<file path="src/logic/an_pkg.sv">
//############################################################
// Types for the Clause 37 auto-negotiation block
// Config word and status vector bit positions
// Advertised local ability
//############################################################
package an_pkg;

   typedef logic [15:0] lacr_t;      // One config register word
   typedef logic [8:0]  an_status_t; // Status to management

   // Arbitration states
   typedef enum logic [2:0] {
      AN_RESTART = 3'd0,
      AN_ABILITY = 3'd1, // Ability detect
      AN_ACK     = 3'd2, // Ack detect and complete ack
      AN_IDLE    = 3'd3,
      AN_LINK_OK = 3'd4,
      AN_ABORT   = 3'd5  // Watchdog gave up
   } an_state_e;

   // Config register bits
   localparam int NP_BIT  = 15; // Next page
   localparam int ACK_BIT = 14;
   localparam int RF2_BIT = 13; // Remote fault pair
   localparam int RF1_BIT = 12;
   localparam int PS2_BIT = 8;  // Pause pair
   localparam int PS1_BIT = 7;
   localparam int HD_BIT  = 6;  // Half duplex
   localparam int FD_BIT  = 5;  // Full duplex

   // Status vector, top bit down
   localparam int ST_ABORT        = 8;
   localparam int ST_ABILITY      = 7;
   localparam int ST_WDOG_DIS     = 6;
   localparam int ST_RF2          = 5; // Partner remote fault
   localparam int ST_RF1          = 4;
   localparam int ST_ABL_MISMATCH = 3; // Partner lacks full duplex
   localparam int ST_ACK          = 2;
   localparam int ST_IDLE         = 1;
   localparam int ST_LINK_OK      = 0;

   // Full duplex only, no pause, no next page
   localparam lacr_t LOCAL_ABILITY = lacr_t'(1 << FD_BIT);

endpackage

</file>
<file path="src/logic/an_arbiter.sv">
`timescale 1ns/10ps
//############################################################
// Clause 37 arbitration FSM
// Link timer requests, forward progress for the watchdog
// Registered transmit and operate controls
//############################################################
module an_arbiter (
   input  logic              rx_clk,
   input  logic              an_rst,
   input  logic              los,
   input  logic              link_det,
   input  logic              abl_match,
   input  logic              ack_match,
   input  logic              consistency_match,
   input  logic              breaklink_seen,
   input  logic              link_timer_on,
   input  logic              link_timer_done,
   input  logic              wdog_timeout,
   input  logic              wdog_an_disable,
   output an_pkg::an_state_e an_state,
   output logic              link_timer_start,
   output logic              fwd_progress,
   output logic              lacr_send,
   output logic              send_ack,
   output logic              send_breaklink,
   output logic              operate
);
   an_pkg::an_state_e n_state;
   an_pkg::an_state_e state_q;       // State one cycle ago
   logic              force_restart;
   logic              state_entry;   // First cycle in a state
   logic              timed_state;   // States that run the link timer
   logic              timer_expired;

   // Partner breaklink ignored once the watchdog gave up
   assign force_restart = los || wdog_timeout || (breaklink_seen && !wdog_an_disable);

   assign state_entry   = (an_state != state_q);
   assign timed_state   = (an_state == an_pkg::AN_RESTART) ||
                          (an_state == an_pkg::AN_ACK) ||
                          (an_state == an_pkg::AN_IDLE);
   assign timer_expired = link_timer_done && !state_entry; // Ignore stale done

   // Fresh timer on entry, rerun whenever idle
   assign link_timer_start = timed_state &&
                             (state_entry || (!link_timer_on && !link_timer_done));

   always_comb begin
      n_state = an_state;
      case (an_state)
         an_pkg::AN_RESTART: begin
            if (timer_expired && link_det)
               n_state = wdog_an_disable ? an_pkg::AN_ABORT : an_pkg::AN_ABILITY;
         end
         an_pkg::AN_ABILITY: begin
            if (abl_match) n_state = an_pkg::AN_ACK;
         end
         an_pkg::AN_ACK: begin
            if (timer_expired && ack_match)
               n_state = consistency_match ? an_pkg::AN_IDLE : an_pkg::AN_RESTART;
         end
         an_pkg::AN_IDLE: begin
            if (timer_expired) n_state = an_pkg::AN_LINK_OK; // Idle always matched
         end
         an_pkg::AN_LINK_OK: n_state = an_pkg::AN_LINK_OK;
         default:            n_state = an_pkg::AN_ABORT; // Stay until restart
      endcase
   end

   // ABILITY to ACK, ACK to IDLE, IDLE to LINK_OK
   assign fwd_progress = !force_restart && (n_state != an_state) &&
                         (n_state != an_pkg::AN_RESTART) &&
                         ((an_state == an_pkg::AN_ABILITY) ||
                          (an_state == an_pkg::AN_ACK) ||
                          (an_state == an_pkg::AN_IDLE));

   always_ff @(posedge rx_clk) begin
      if (an_rst) begin
         an_state <= an_pkg::AN_RESTART;
         state_q  <= an_pkg::AN_RESTART;
      end else begin
         state_q <= an_state;
         if (force_restart) an_state <= an_pkg::AN_RESTART;
         else an_state <= n_state;
      end
   end

   // Controls trail the state by one cycle
   always_ff @(posedge rx_clk) begin
      if (an_rst) begin
         send_breaklink <= 1'b1; // Breaklink out of reset
         send_ack       <= 1'b0;
         lacr_send      <= 1'b1;
         operate        <= 1'b0;
      end else begin
         send_breaklink <= (an_state == an_pkg::AN_RESTART);
         send_ack       <= (an_state == an_pkg::AN_ACK) || (an_state == an_pkg::AN_IDLE);
         lacr_send      <= (an_state == an_pkg::AN_RESTART) ||
                           (an_state == an_pkg::AN_ABILITY) ||
                           (an_state == an_pkg::AN_ACK);
         operate        <= (an_state == an_pkg::AN_LINK_OK) ||
                           (an_state == an_pkg::AN_ABORT);
      end
   end

   // Operate lags a cycle, so only a restart may already show
   a_operate_state: assert property (@(posedge rx_clk) disable iff (an_rst)
      operate |-> (an_state == an_pkg::AN_LINK_OK) ||
                  (an_state == an_pkg::AN_ABORT) ||
                  (an_state == an_pkg::AN_RESTART));

endmodule

</file>
<file path="src/logic/an_timers.sv">
`timescale 1ns/10ps
//############################################################
// Link timer with start and done pulses
// Watchdog for negotiation that makes no progress
//############################################################
module an_timers #(
   parameter int TIMER_TICKS = 1250000 // 10 ms at 125 MHz
) (
   input  logic rx_clk,
   input  logic an_rst,
   input  logic los,
   input  logic link_det,
   input  logic link_timer_start,
   input  logic fwd_progress,
   input  logic link_ok,
   output logic link_timer_on,
   output logic link_timer_done,
   output logic wdog_timeout,
   output logic wdog_an_disable
);
   localparam int LT_W     = $clog2(TIMER_TICKS + 1);
   localparam int WD_TICKS = 8 * TIMER_TICKS; // Watchdog length
   localparam int WD_W     = $clog2(WD_TICKS + 1);

   logic [LT_W-1:0] lt_cnt;
   logic [WD_W-1:0] wd_cnt;

   // Done lands TIMER_TICKS+1 cycles after start
   always_ff @(posedge rx_clk) begin
      if (an_rst) begin
         lt_cnt          <= '0;
         link_timer_on   <= 1'b0;
         link_timer_done <= 1'b0;
      end else begin
         link_timer_done <= 1'b0;
         if (link_timer_start) begin
            lt_cnt        <= LT_W'(TIMER_TICKS); // Reload, also mid-count
            link_timer_on <= 1'b1;
         end else if (link_timer_on) begin
            lt_cnt <= lt_cnt - 1'b1;
            if (lt_cnt == LT_W'(1)) begin
               link_timer_done <= 1'b1;
               link_timer_on   <= 1'b0;
            end
         end
      end
   end

   // Counts only with a partner present and the link not up
   always_ff @(posedge rx_clk) begin
      if (an_rst || los) begin
         wd_cnt          <= '0;
         wdog_timeout    <= 1'b0;
         wdog_an_disable <= 1'b0; // Loss of signal re-arms negotiation
      end else begin
         wdog_timeout <= 1'b0;
         if (fwd_progress) begin
            wd_cnt          <= '0;
            wdog_an_disable <= 1'b0;
         end else if (link_det && !link_ok && !wdog_an_disable) begin
            if (wd_cnt == WD_W'(WD_TICKS - 1)) begin
               wd_cnt          <= '0;
               wdog_timeout    <= 1'b1; // Single pulse
               wdog_an_disable <= 1'b1; // Held until los
            end else begin
               wd_cnt <= wd_cnt + 1'b1;
            end
         end
      end
   end

   a_done_single: assert property (@(posedge rx_clk) disable iff (an_rst)
      link_timer_done |=> !link_timer_done);

endmodule

</file>
<file path="src/logic/an_top.sv">
`timescale 1ns/10ps
//############################################################
// 1000BASE-X auto-negotiation top level
// Filter, timers, arbiter and encoder on rx_clk
//############################################################
module an_top #(
   parameter int TIMER_TICKS = 1250000
) (
   input  logic               rx_clk,
   input  logic               an_rst,
   input  logic               los,       // Loss of signal
   input  an_pkg::lacr_t      lacr_in,
   input  logic               lacr_in_stb,
   output an_pkg::lacr_t      lacr_out,
   output logic               lacr_send,
   output logic               operate,   // Upper layers enabled
   output an_pkg::an_status_t an_status
);
   logic link_det, match_ok, abl_match, ack_match, consistency_match, breaklink_seen;
   logic link_timer_start, link_timer_on, link_timer_done, fwd_progress, link_ok;
   logic wdog_timeout, wdog_an_disable, send_ack, send_breaklink;
   an_pkg::lacr_t     lacr_prev, lacr_ability;
   an_pkg::an_state_e an_state;

   assign link_ok = (an_state == an_pkg::AN_LINK_OK); // Holds the watchdog

   lacr_rx_filter u_filter (.rx_clk, .an_rst, .los, .lacr_in, .lacr_in_stb, .an_state,
      .link_det, .match_ok, .abl_match, .ack_match, .consistency_match,
      .breaklink_seen, .lacr_prev, .lacr_ability);

   an_timers #(.TIMER_TICKS(TIMER_TICKS)) u_timers (.rx_clk, .an_rst, .los, .link_det,
      .link_timer_start, .fwd_progress, .link_ok, .link_timer_on, .link_timer_done,
      .wdog_timeout, .wdog_an_disable);

   an_arbiter u_arbiter (.rx_clk, .an_rst, .los, .link_det, .abl_match, .ack_match,
      .consistency_match, .breaklink_seen, .link_timer_on, .link_timer_done,
      .wdog_timeout, .wdog_an_disable, .an_state, .link_timer_start, .fwd_progress,
      .lacr_send, .send_ack, .send_breaklink, .operate);

   lacr_tx_encode u_encode (.rx_clk, .an_rst, .send_ack, .send_breaklink, .an_state,
      .wdog_an_disable, .match_ok, .lacr_prev, .lacr_ability, .lacr_out, .an_status);

endmodule

</file>
<file path="src/logic/lacr_rx_filter.sv">
`timescale 1ns/10ps
//############################################################
// Receive filter for partner config words
// Three-in-a-row match, ability capture, ack and consistency
// Link presence and breaklink detection
//############################################################
module lacr_rx_filter (
   input  logic              rx_clk,
   input  logic              an_rst,
   input  logic              los,
   input  an_pkg::lacr_t     lacr_in,
   input  logic              lacr_in_stb,
   input  an_pkg::an_state_e an_state,
   output logic              link_det,
   output logic              match_ok,
   output logic              abl_match,
   output logic              ack_match,
   output logic              consistency_match,
   output logic              breaklink_seen,
   output an_pkg::lacr_t     lacr_prev,
   output an_pkg::lacr_t     lacr_ability
);
   logic          stb_d;   // Compare stage valid
   an_pkg::lacr_t word_d;  // Compare stage word
   logic [1:0]    run_cnt; // Equal words so far
   logic [1:0]    brk_cnt; // Zero words in a row, saturates
   logic          in_restart;

   assign in_restart = (an_state == an_pkg::AN_RESTART);

   always_ff @(posedge rx_clk) begin
      if (an_rst || los) begin
         link_det <= 1'b0;
      end else if (lacr_in_stb) begin
         link_det <= 1'b1; // Any word means a partner is there
      end
   end

   // Words are compared one cycle after their strobe
   always_ff @(posedge rx_clk) begin
      if (an_rst) begin
         stb_d <= 1'b0;
      end else begin
         stb_d <= lacr_in_stb;
      end
      word_d <= lacr_in;
   end

   always_ff @(posedge rx_clk) begin
      if (an_rst) begin
         run_cnt   <= 2'd0;
         match_ok  <= 1'b0;
         lacr_prev <= '0;
      end else begin
         match_ok <= 1'b0;
         if (stb_d) lacr_prev <= word_d;
         if (in_restart) begin
            run_cnt <= 2'd0; // Start counting afresh after restart
         end else if (stb_d) begin
            if (word_d != lacr_prev) begin
               run_cnt <= 2'd1;
            end else if (run_cnt == 2'd2) begin
               run_cnt  <= 2'd0;
               match_ok <= 1'b1; // Third in a row
            end else begin
               run_cnt <= run_cnt + 2'd1;
            end
         end
      end
   end

   // Flags, cleared throughout restart
   always_ff @(posedge rx_clk) begin
      if (an_rst || in_restart) begin
         abl_match         <= 1'b0;
         ack_match         <= 1'b0;
         consistency_match <= 1'b0;
      end else if (match_ok) begin
         if (an_state == an_pkg::AN_ABILITY && !lacr_prev[an_pkg::ACK_BIT])
            abl_match <= 1'b1;
         if (an_state == an_pkg::AN_ACK && lacr_prev[an_pkg::ACK_BIT] && !ack_match) begin
            ack_match         <= 1'b1;
            consistency_match <= (lacr_prev == lacr_ability); // Same word, now acked
         end
      end
   end

   // Ability stored with ack forced on, compared later against the acked word
   always_ff @(posedge rx_clk) begin
      if (an_rst) begin
         lacr_ability <= an_pkg::LOCAL_ABILITY | an_pkg::lacr_t'(1 << an_pkg::ACK_BIT);
      end else if (match_ok && an_state == an_pkg::AN_ABILITY &&
                   !lacr_prev[an_pkg::ACK_BIT]) begin
         lacr_ability                  <= lacr_prev;
         lacr_ability[an_pkg::ACK_BIT] <= 1'b1;
      end
   end

   always_ff @(posedge rx_clk) begin
      if (an_rst) begin
         brk_cnt <= 2'd0;
      end else if (lacr_in_stb) begin
         if (lacr_in != '0) brk_cnt <= 2'd0;
         else if (brk_cnt != 2'd3) brk_cnt <= brk_cnt + 2'd1;
      end
   end
   assign breaklink_seen = (brk_cnt == 2'd3); // Holds until a non-zero word

   // Ability match only ever set from the ability detect state
   a_abl_not_in_restart: assert property (@(posedge rx_clk) disable iff (an_rst)
      $rose(abl_match) |-> $past(an_state) != an_pkg::AN_RESTART);

endmodule

</file>
<file path="src/logic/lacr_tx_encode.sv">
`timescale 1ns/10ps
//############################################################
// Transmit config word builder
// Registered status vector for management
//############################################################
module lacr_tx_encode (
   input  logic               rx_clk,
   input  logic               an_rst,
   input  logic               send_ack,
   input  logic               send_breaklink,
   input  an_pkg::an_state_e  an_state,
   input  logic               wdog_an_disable,
   input  logic               match_ok,
   input  an_pkg::lacr_t      lacr_prev,
   input  an_pkg::lacr_t      lacr_ability,
   output an_pkg::lacr_t      lacr_out,
   output an_pkg::an_status_t an_status
);
   // Zero word during breaklink, else local ability plus ack
   always_comb begin
      lacr_out                  = an_pkg::LOCAL_ABILITY;
      lacr_out[an_pkg::ACK_BIT] = send_ack;
      if (send_breaklink) lacr_out = '0;
   end

   always_ff @(posedge rx_clk) begin
      if (an_rst) begin
         an_status <= '0;
      end else begin
         an_status[an_pkg::ST_ABORT]    <= (an_state == an_pkg::AN_ABORT);
         an_status[an_pkg::ST_ABILITY]  <= (an_state == an_pkg::AN_ABILITY);
         an_status[an_pkg::ST_WDOG_DIS] <= wdog_an_disable;
         // Remote fault taken only from a word seen three times
         if (match_ok) begin
            an_status[an_pkg::ST_RF2] <= lacr_prev[an_pkg::RF2_BIT];
            an_status[an_pkg::ST_RF1] <= lacr_prev[an_pkg::RF1_BIT];
         end
         an_status[an_pkg::ST_ABL_MISMATCH] <= !lacr_ability[an_pkg::FD_BIT];
         an_status[an_pkg::ST_ACK]     <= (an_state == an_pkg::AN_ACK);
         an_status[an_pkg::ST_IDLE]    <= (an_state == an_pkg::AN_IDLE);
         an_status[an_pkg::ST_LINK_OK] <= (an_state == an_pkg::AN_LINK_OK);
      end
   end

endmodule

</file>
<file path="config.mk">
export PLATFORM = sky130hd
export DESIGN_NAME = an_top
export DESIGN_NICKNAME = d
export VERILOG_FILES = /design/src/logic/an_pkg.sv /design/src/logic/an_arbiter.sv /design/src/logic/an_timers.sv /design/src/logic/an_top.sv /design/src/logic/lacr_rx_filter.sv /design/src/logic/lacr_tx_encode.sv
export SDC_FILE = /design/constraint.sdc
export NUM_CORES = 1
export LEC_CHECK = 0
export BUFFER_PORTS_ARGS = -buffer_cell sky130_fd_sc_hd__buf_2
export CORE_MARGIN = 5
export CORE_UTILIZATION = 64
export CTS_CLUSTER_DIAMETER = 40
export DETAILED_ROUTE_END_ITERATION = 8
export PLACE_DENSITY_LB_ADDON = 0.1
export SYNTH_ARGS = -nofsm -noshare
export SYNTH_HDL_FRONTEND = slang
export SYNTH_SLANG_ARGS = --single-unit
</file>
<file path="constraint.sdc">
create_clock -name rx_clk -period 3.1 [get_ports rx_clk]
set_input_delay 0.465 -clock rx_clk [delete_from_list [all_inputs] [get_ports rx_clk]]
set_output_delay 0.465 -clock rx_clk [all_outputs]
set_load 0.01 [all_outputs]
</file>
==> run_results.csv <==
group,metric,value,unit
sta,timing.final.crit_share,79.80,%
sta,relSlewSlack,52.96,%
placement,placed_cell_area,5557,um^2
cells_and_area,layout_common_cells,"125 x dfxtp_1, 70 x nor2_1, 55 x xnor2_1, 54 x nand2_1, 32 x buf_2",
logic_synthesis,synth_xor_area_share,12.10,%
sta,tightest_slew,0.6958,ns
placement,portBuffers,32,
sta,fin_setup_tns,0,ns
cells_and_area,final_cell_area,6120,um^2
logic_synthesis,yosys_warnings,0,
cts,cts_sinks,125,
logic_synthesis,synthArstFlopShare,0,%
drt,detail-route-antenna-nets,0,
cts,cts_hold_buf,0,
pwr,power_density,610.0,nW/um^2
placement,dpl.hpwl,6899,um
cells_and_area,insertedDiodeCount,0,
die,num_io_pins,47,
drt,wire_per_inst,14.20,um
cts,cts-resized-gates,0,
sta,rsz0062_at_grt,"false",
cells_and_area,multi_input_area,2658,um^2
logic_synthesis,synth_cell_types,59,
global_routing,grt_pass1_vias,3913,
logic_synthesis,syn_area_per_cell,9.281,um^2
critical_path,crit_fanout,16,
worst_hold_path,hp-class,"in -> reg",
placement,dp_slack,0.6402,ns
cells_and_area,num-nets-final,639,
pwr,vdd_drop_max,0.4883,mV
logic_synthesis,synthAdderAreaFrac,0.9234,%
global_routing,grt.total_usage,21.04,%
logic_synthesis,yosys.area_share.simple,25.30,%
sta,finalClockSkew,0.008264,ns
sta,fin_crit,2.474,ns
critical_path,start_kind,"register",
global_routing,grt_pass1_wl,17510,um
logic_synthesis,synth.area.mux_share,4.086,%
pwr,power,3.733,mW
die,die_h,102.0,um
logic_synthesis,synth_top_family_by_area,"simple AND/OR/NAND/NOR gates",
drt,drtIter0Drc,179,
critical_path,cp.arrival,2.86,ns
cells_and_area,seqCellArea,2502,um^2
cells_and_area,final_common_cell,"dfxtp_1",
logic_synthesis,synth-seq-cells,125,
cts,cts-root-buf,"clkbuf_8",
logic_synthesis,ys_seq_area_share,46.17,%
drt,viasPerCell,5.468,
cts,cts_tree,"yes",
sta,max_clock_freq,0.4042,GHz
die,die_area,10410,um^2
global_routing,grt_max_degree,44,
placement,gp_congestion,0.8661,
cts,htree_levels,4,
die,core-area,8217,um^2
cts,cts_inserted_buffers,17,
critical_path,critPathCaptureType,"register",
run_status,status,"finished clean",
cells_and_area,n_fill_cell,592,
die,start_util,65.97,%
die,die_x,102.0,um
cells_and_area,drive_gt1_share,15.45,%
global_routing,gr-total-overflow,0,
sta,drv_slew,0,
sta,fin_ws,0.6261,ns
drt,drc,0,
drt,firstDrtPassIters,5,
logic_synthesis,synth_area,5420,um^2
sta,finalSetupViolations,0,
die,rows,33,
critical_path,path_class,"reg -> reg",
logic_synthesis,syn_inst,584,
drt,wl,10410,um
drt,vias,4008,
sta,hold_viol_final,0,
cts,clk_latency,0.52,ns
logic_synthesis,ys.flop_type,"dfxtp_1",
global_routing,antenna_found_initial,0,
cts,cts_setup_buffers,0,
cts,clockBufferDepth,2,
cells_and_area,syn2layout_area_growth,12.90,%
critical_path,critPathRequiredTime,3.48,ns
job,drv_cap,0,
cts,path_clk_slew,0.06,ns
pwr,p_leak,2.200,nW
logic_synthesis,synth_compound_area_share,5.656,%
logic_synthesis,synth_edf_count,0,
cell type report:
class	count	area share (%)
Clock buffer	18	6.992
Inverter	14	0.8587
Clock inverter	14	2.208
Tap cell	105	2.147
Multi-Input combinational cell	418	43.43
Sequential cell	125	40.89
Timing Repair Buffer	39	3.476
per-layer routing:
| layer | global-route usage, % | part of all wire, % |
|---|---|---|
| met5 | 0 | 0 |
| met3 | 6.280 | 4.4 |
| met4 | 6.458 | 0.82 |
| met1 | 26.46 | 45 |
| met2 | 34.93 | 49 |
critical path, stage by stage, from the launching register on:
cell and delay (ns):
dfxtp_1 0.64, nor3b_1 0.20, or2_1 0.28, or3_1 0.39, or3_1 0.43, nand2_2 0.32, nor3_1 0.09
final timing paths:
path	cells past startpoint	slack (ns)	end	from
worst max-delay path	6	0.63	u_timers.wd_cnt[22]	u_arbiter.an_state[0]
worst min-delay path	1	0.06	u_filter.word_d[1]	lacr_in[1]
worst max register to register	6	0.63	u_timers.wd_cnt[22]	u_arbiter.an_state[0]
worst min register to register	1	0.46	u_encode.an_status[3]	u_filter.lacr_ability[5]
cells in the mapped netlist, types with 3 or more instances:
| master | number | area [um^2] |
|---|---|---|
| nor2_1 | 70 | 262.8 |
| buf_6 | 7 | 78.83 |
| nand2_1 | 54 | 202.7 |
| o21ai_0 | 7 | 35.03 |
| xnor2_1 | 55 | 481.7 |
| nand3b_1 | 4 | 30.03 |
| dfxtp_1 | 125 | 2502 |
| mux2i_1 | 21 | 210.2 |
| ha_1 | 4 | 50.05 |
| xor2_1 | 18 | 157.7 |
| nor4b_1 | 3 | 26.28 |
| a21oi_1 | 24 | 120.1 |
| nand3_1 | 16 | 80.08 |
| nand2b_1 | 7 | 43.79 |
| inv_1 | 14 | 52.55 |
| nand4_1 | 12 | 75.07 |
| a31oi_1 | 4 | 25.02 |
| nor2b_1 | 6 | 37.54 |
| buf_4 | 14 | 105.1 |
| nor3_1 | 20 | 100.1 |
| clkbuf_1 | 17 | 63.81 |
| nor4_1 | 20 | 125.1 |
| nor3_2 | 7 | 70.07 |
| nor3b_1 | 4 | 30.03 |
| nor4_2 | 6 | 75.07 |
| and3_1 | 4 | 25.02 |
per-stage QoR:
stage	hold slack [ns]	instances	util [%]
2_1_floorplan	0.4255	597	-
3_3_place_gp	0.4373	701	67.63
3_5_place_dp	0.4413	701	67.63
4_1_cts	0.04181	733	74.48
5_1_grt	0.03649	733	74.48
6_report	0.05972	733	74.48
power by group:
group	switching (mW)	internal (mW)	total, mW
clock network	0.759	1.10	1.86
registers	0.0419	1.65	1.69
logic	0.106	0.0825	0.188
cells by family after synthesis:
family	count (synthesis)
AO/OA/AOI/OAI	50
buffers and inverters	54
multiplexers	22
XOR/XNOR	74
flip-flops	125
other	1
adder cells (fa/ha/maj)	4
AND/OR/NAND/NOR	254
registers in the layout (all words and copies together) (netlist names), 2 cells and up:
name and cells:
u_encode.an_status 9, u_filter.lacr_ability 15, u_timers.lt_cnt 21, u_filter.lacr_prev 16
u_filter.brk_cnt 2, u_filter.run_cnt 2, u_arbiter.an_state 3, u_timers.wd_cnt 24
u_arbiter.state_q 3, u_filter.word_d 16
No activity file was read; power rests on OpenSTA's default activity.
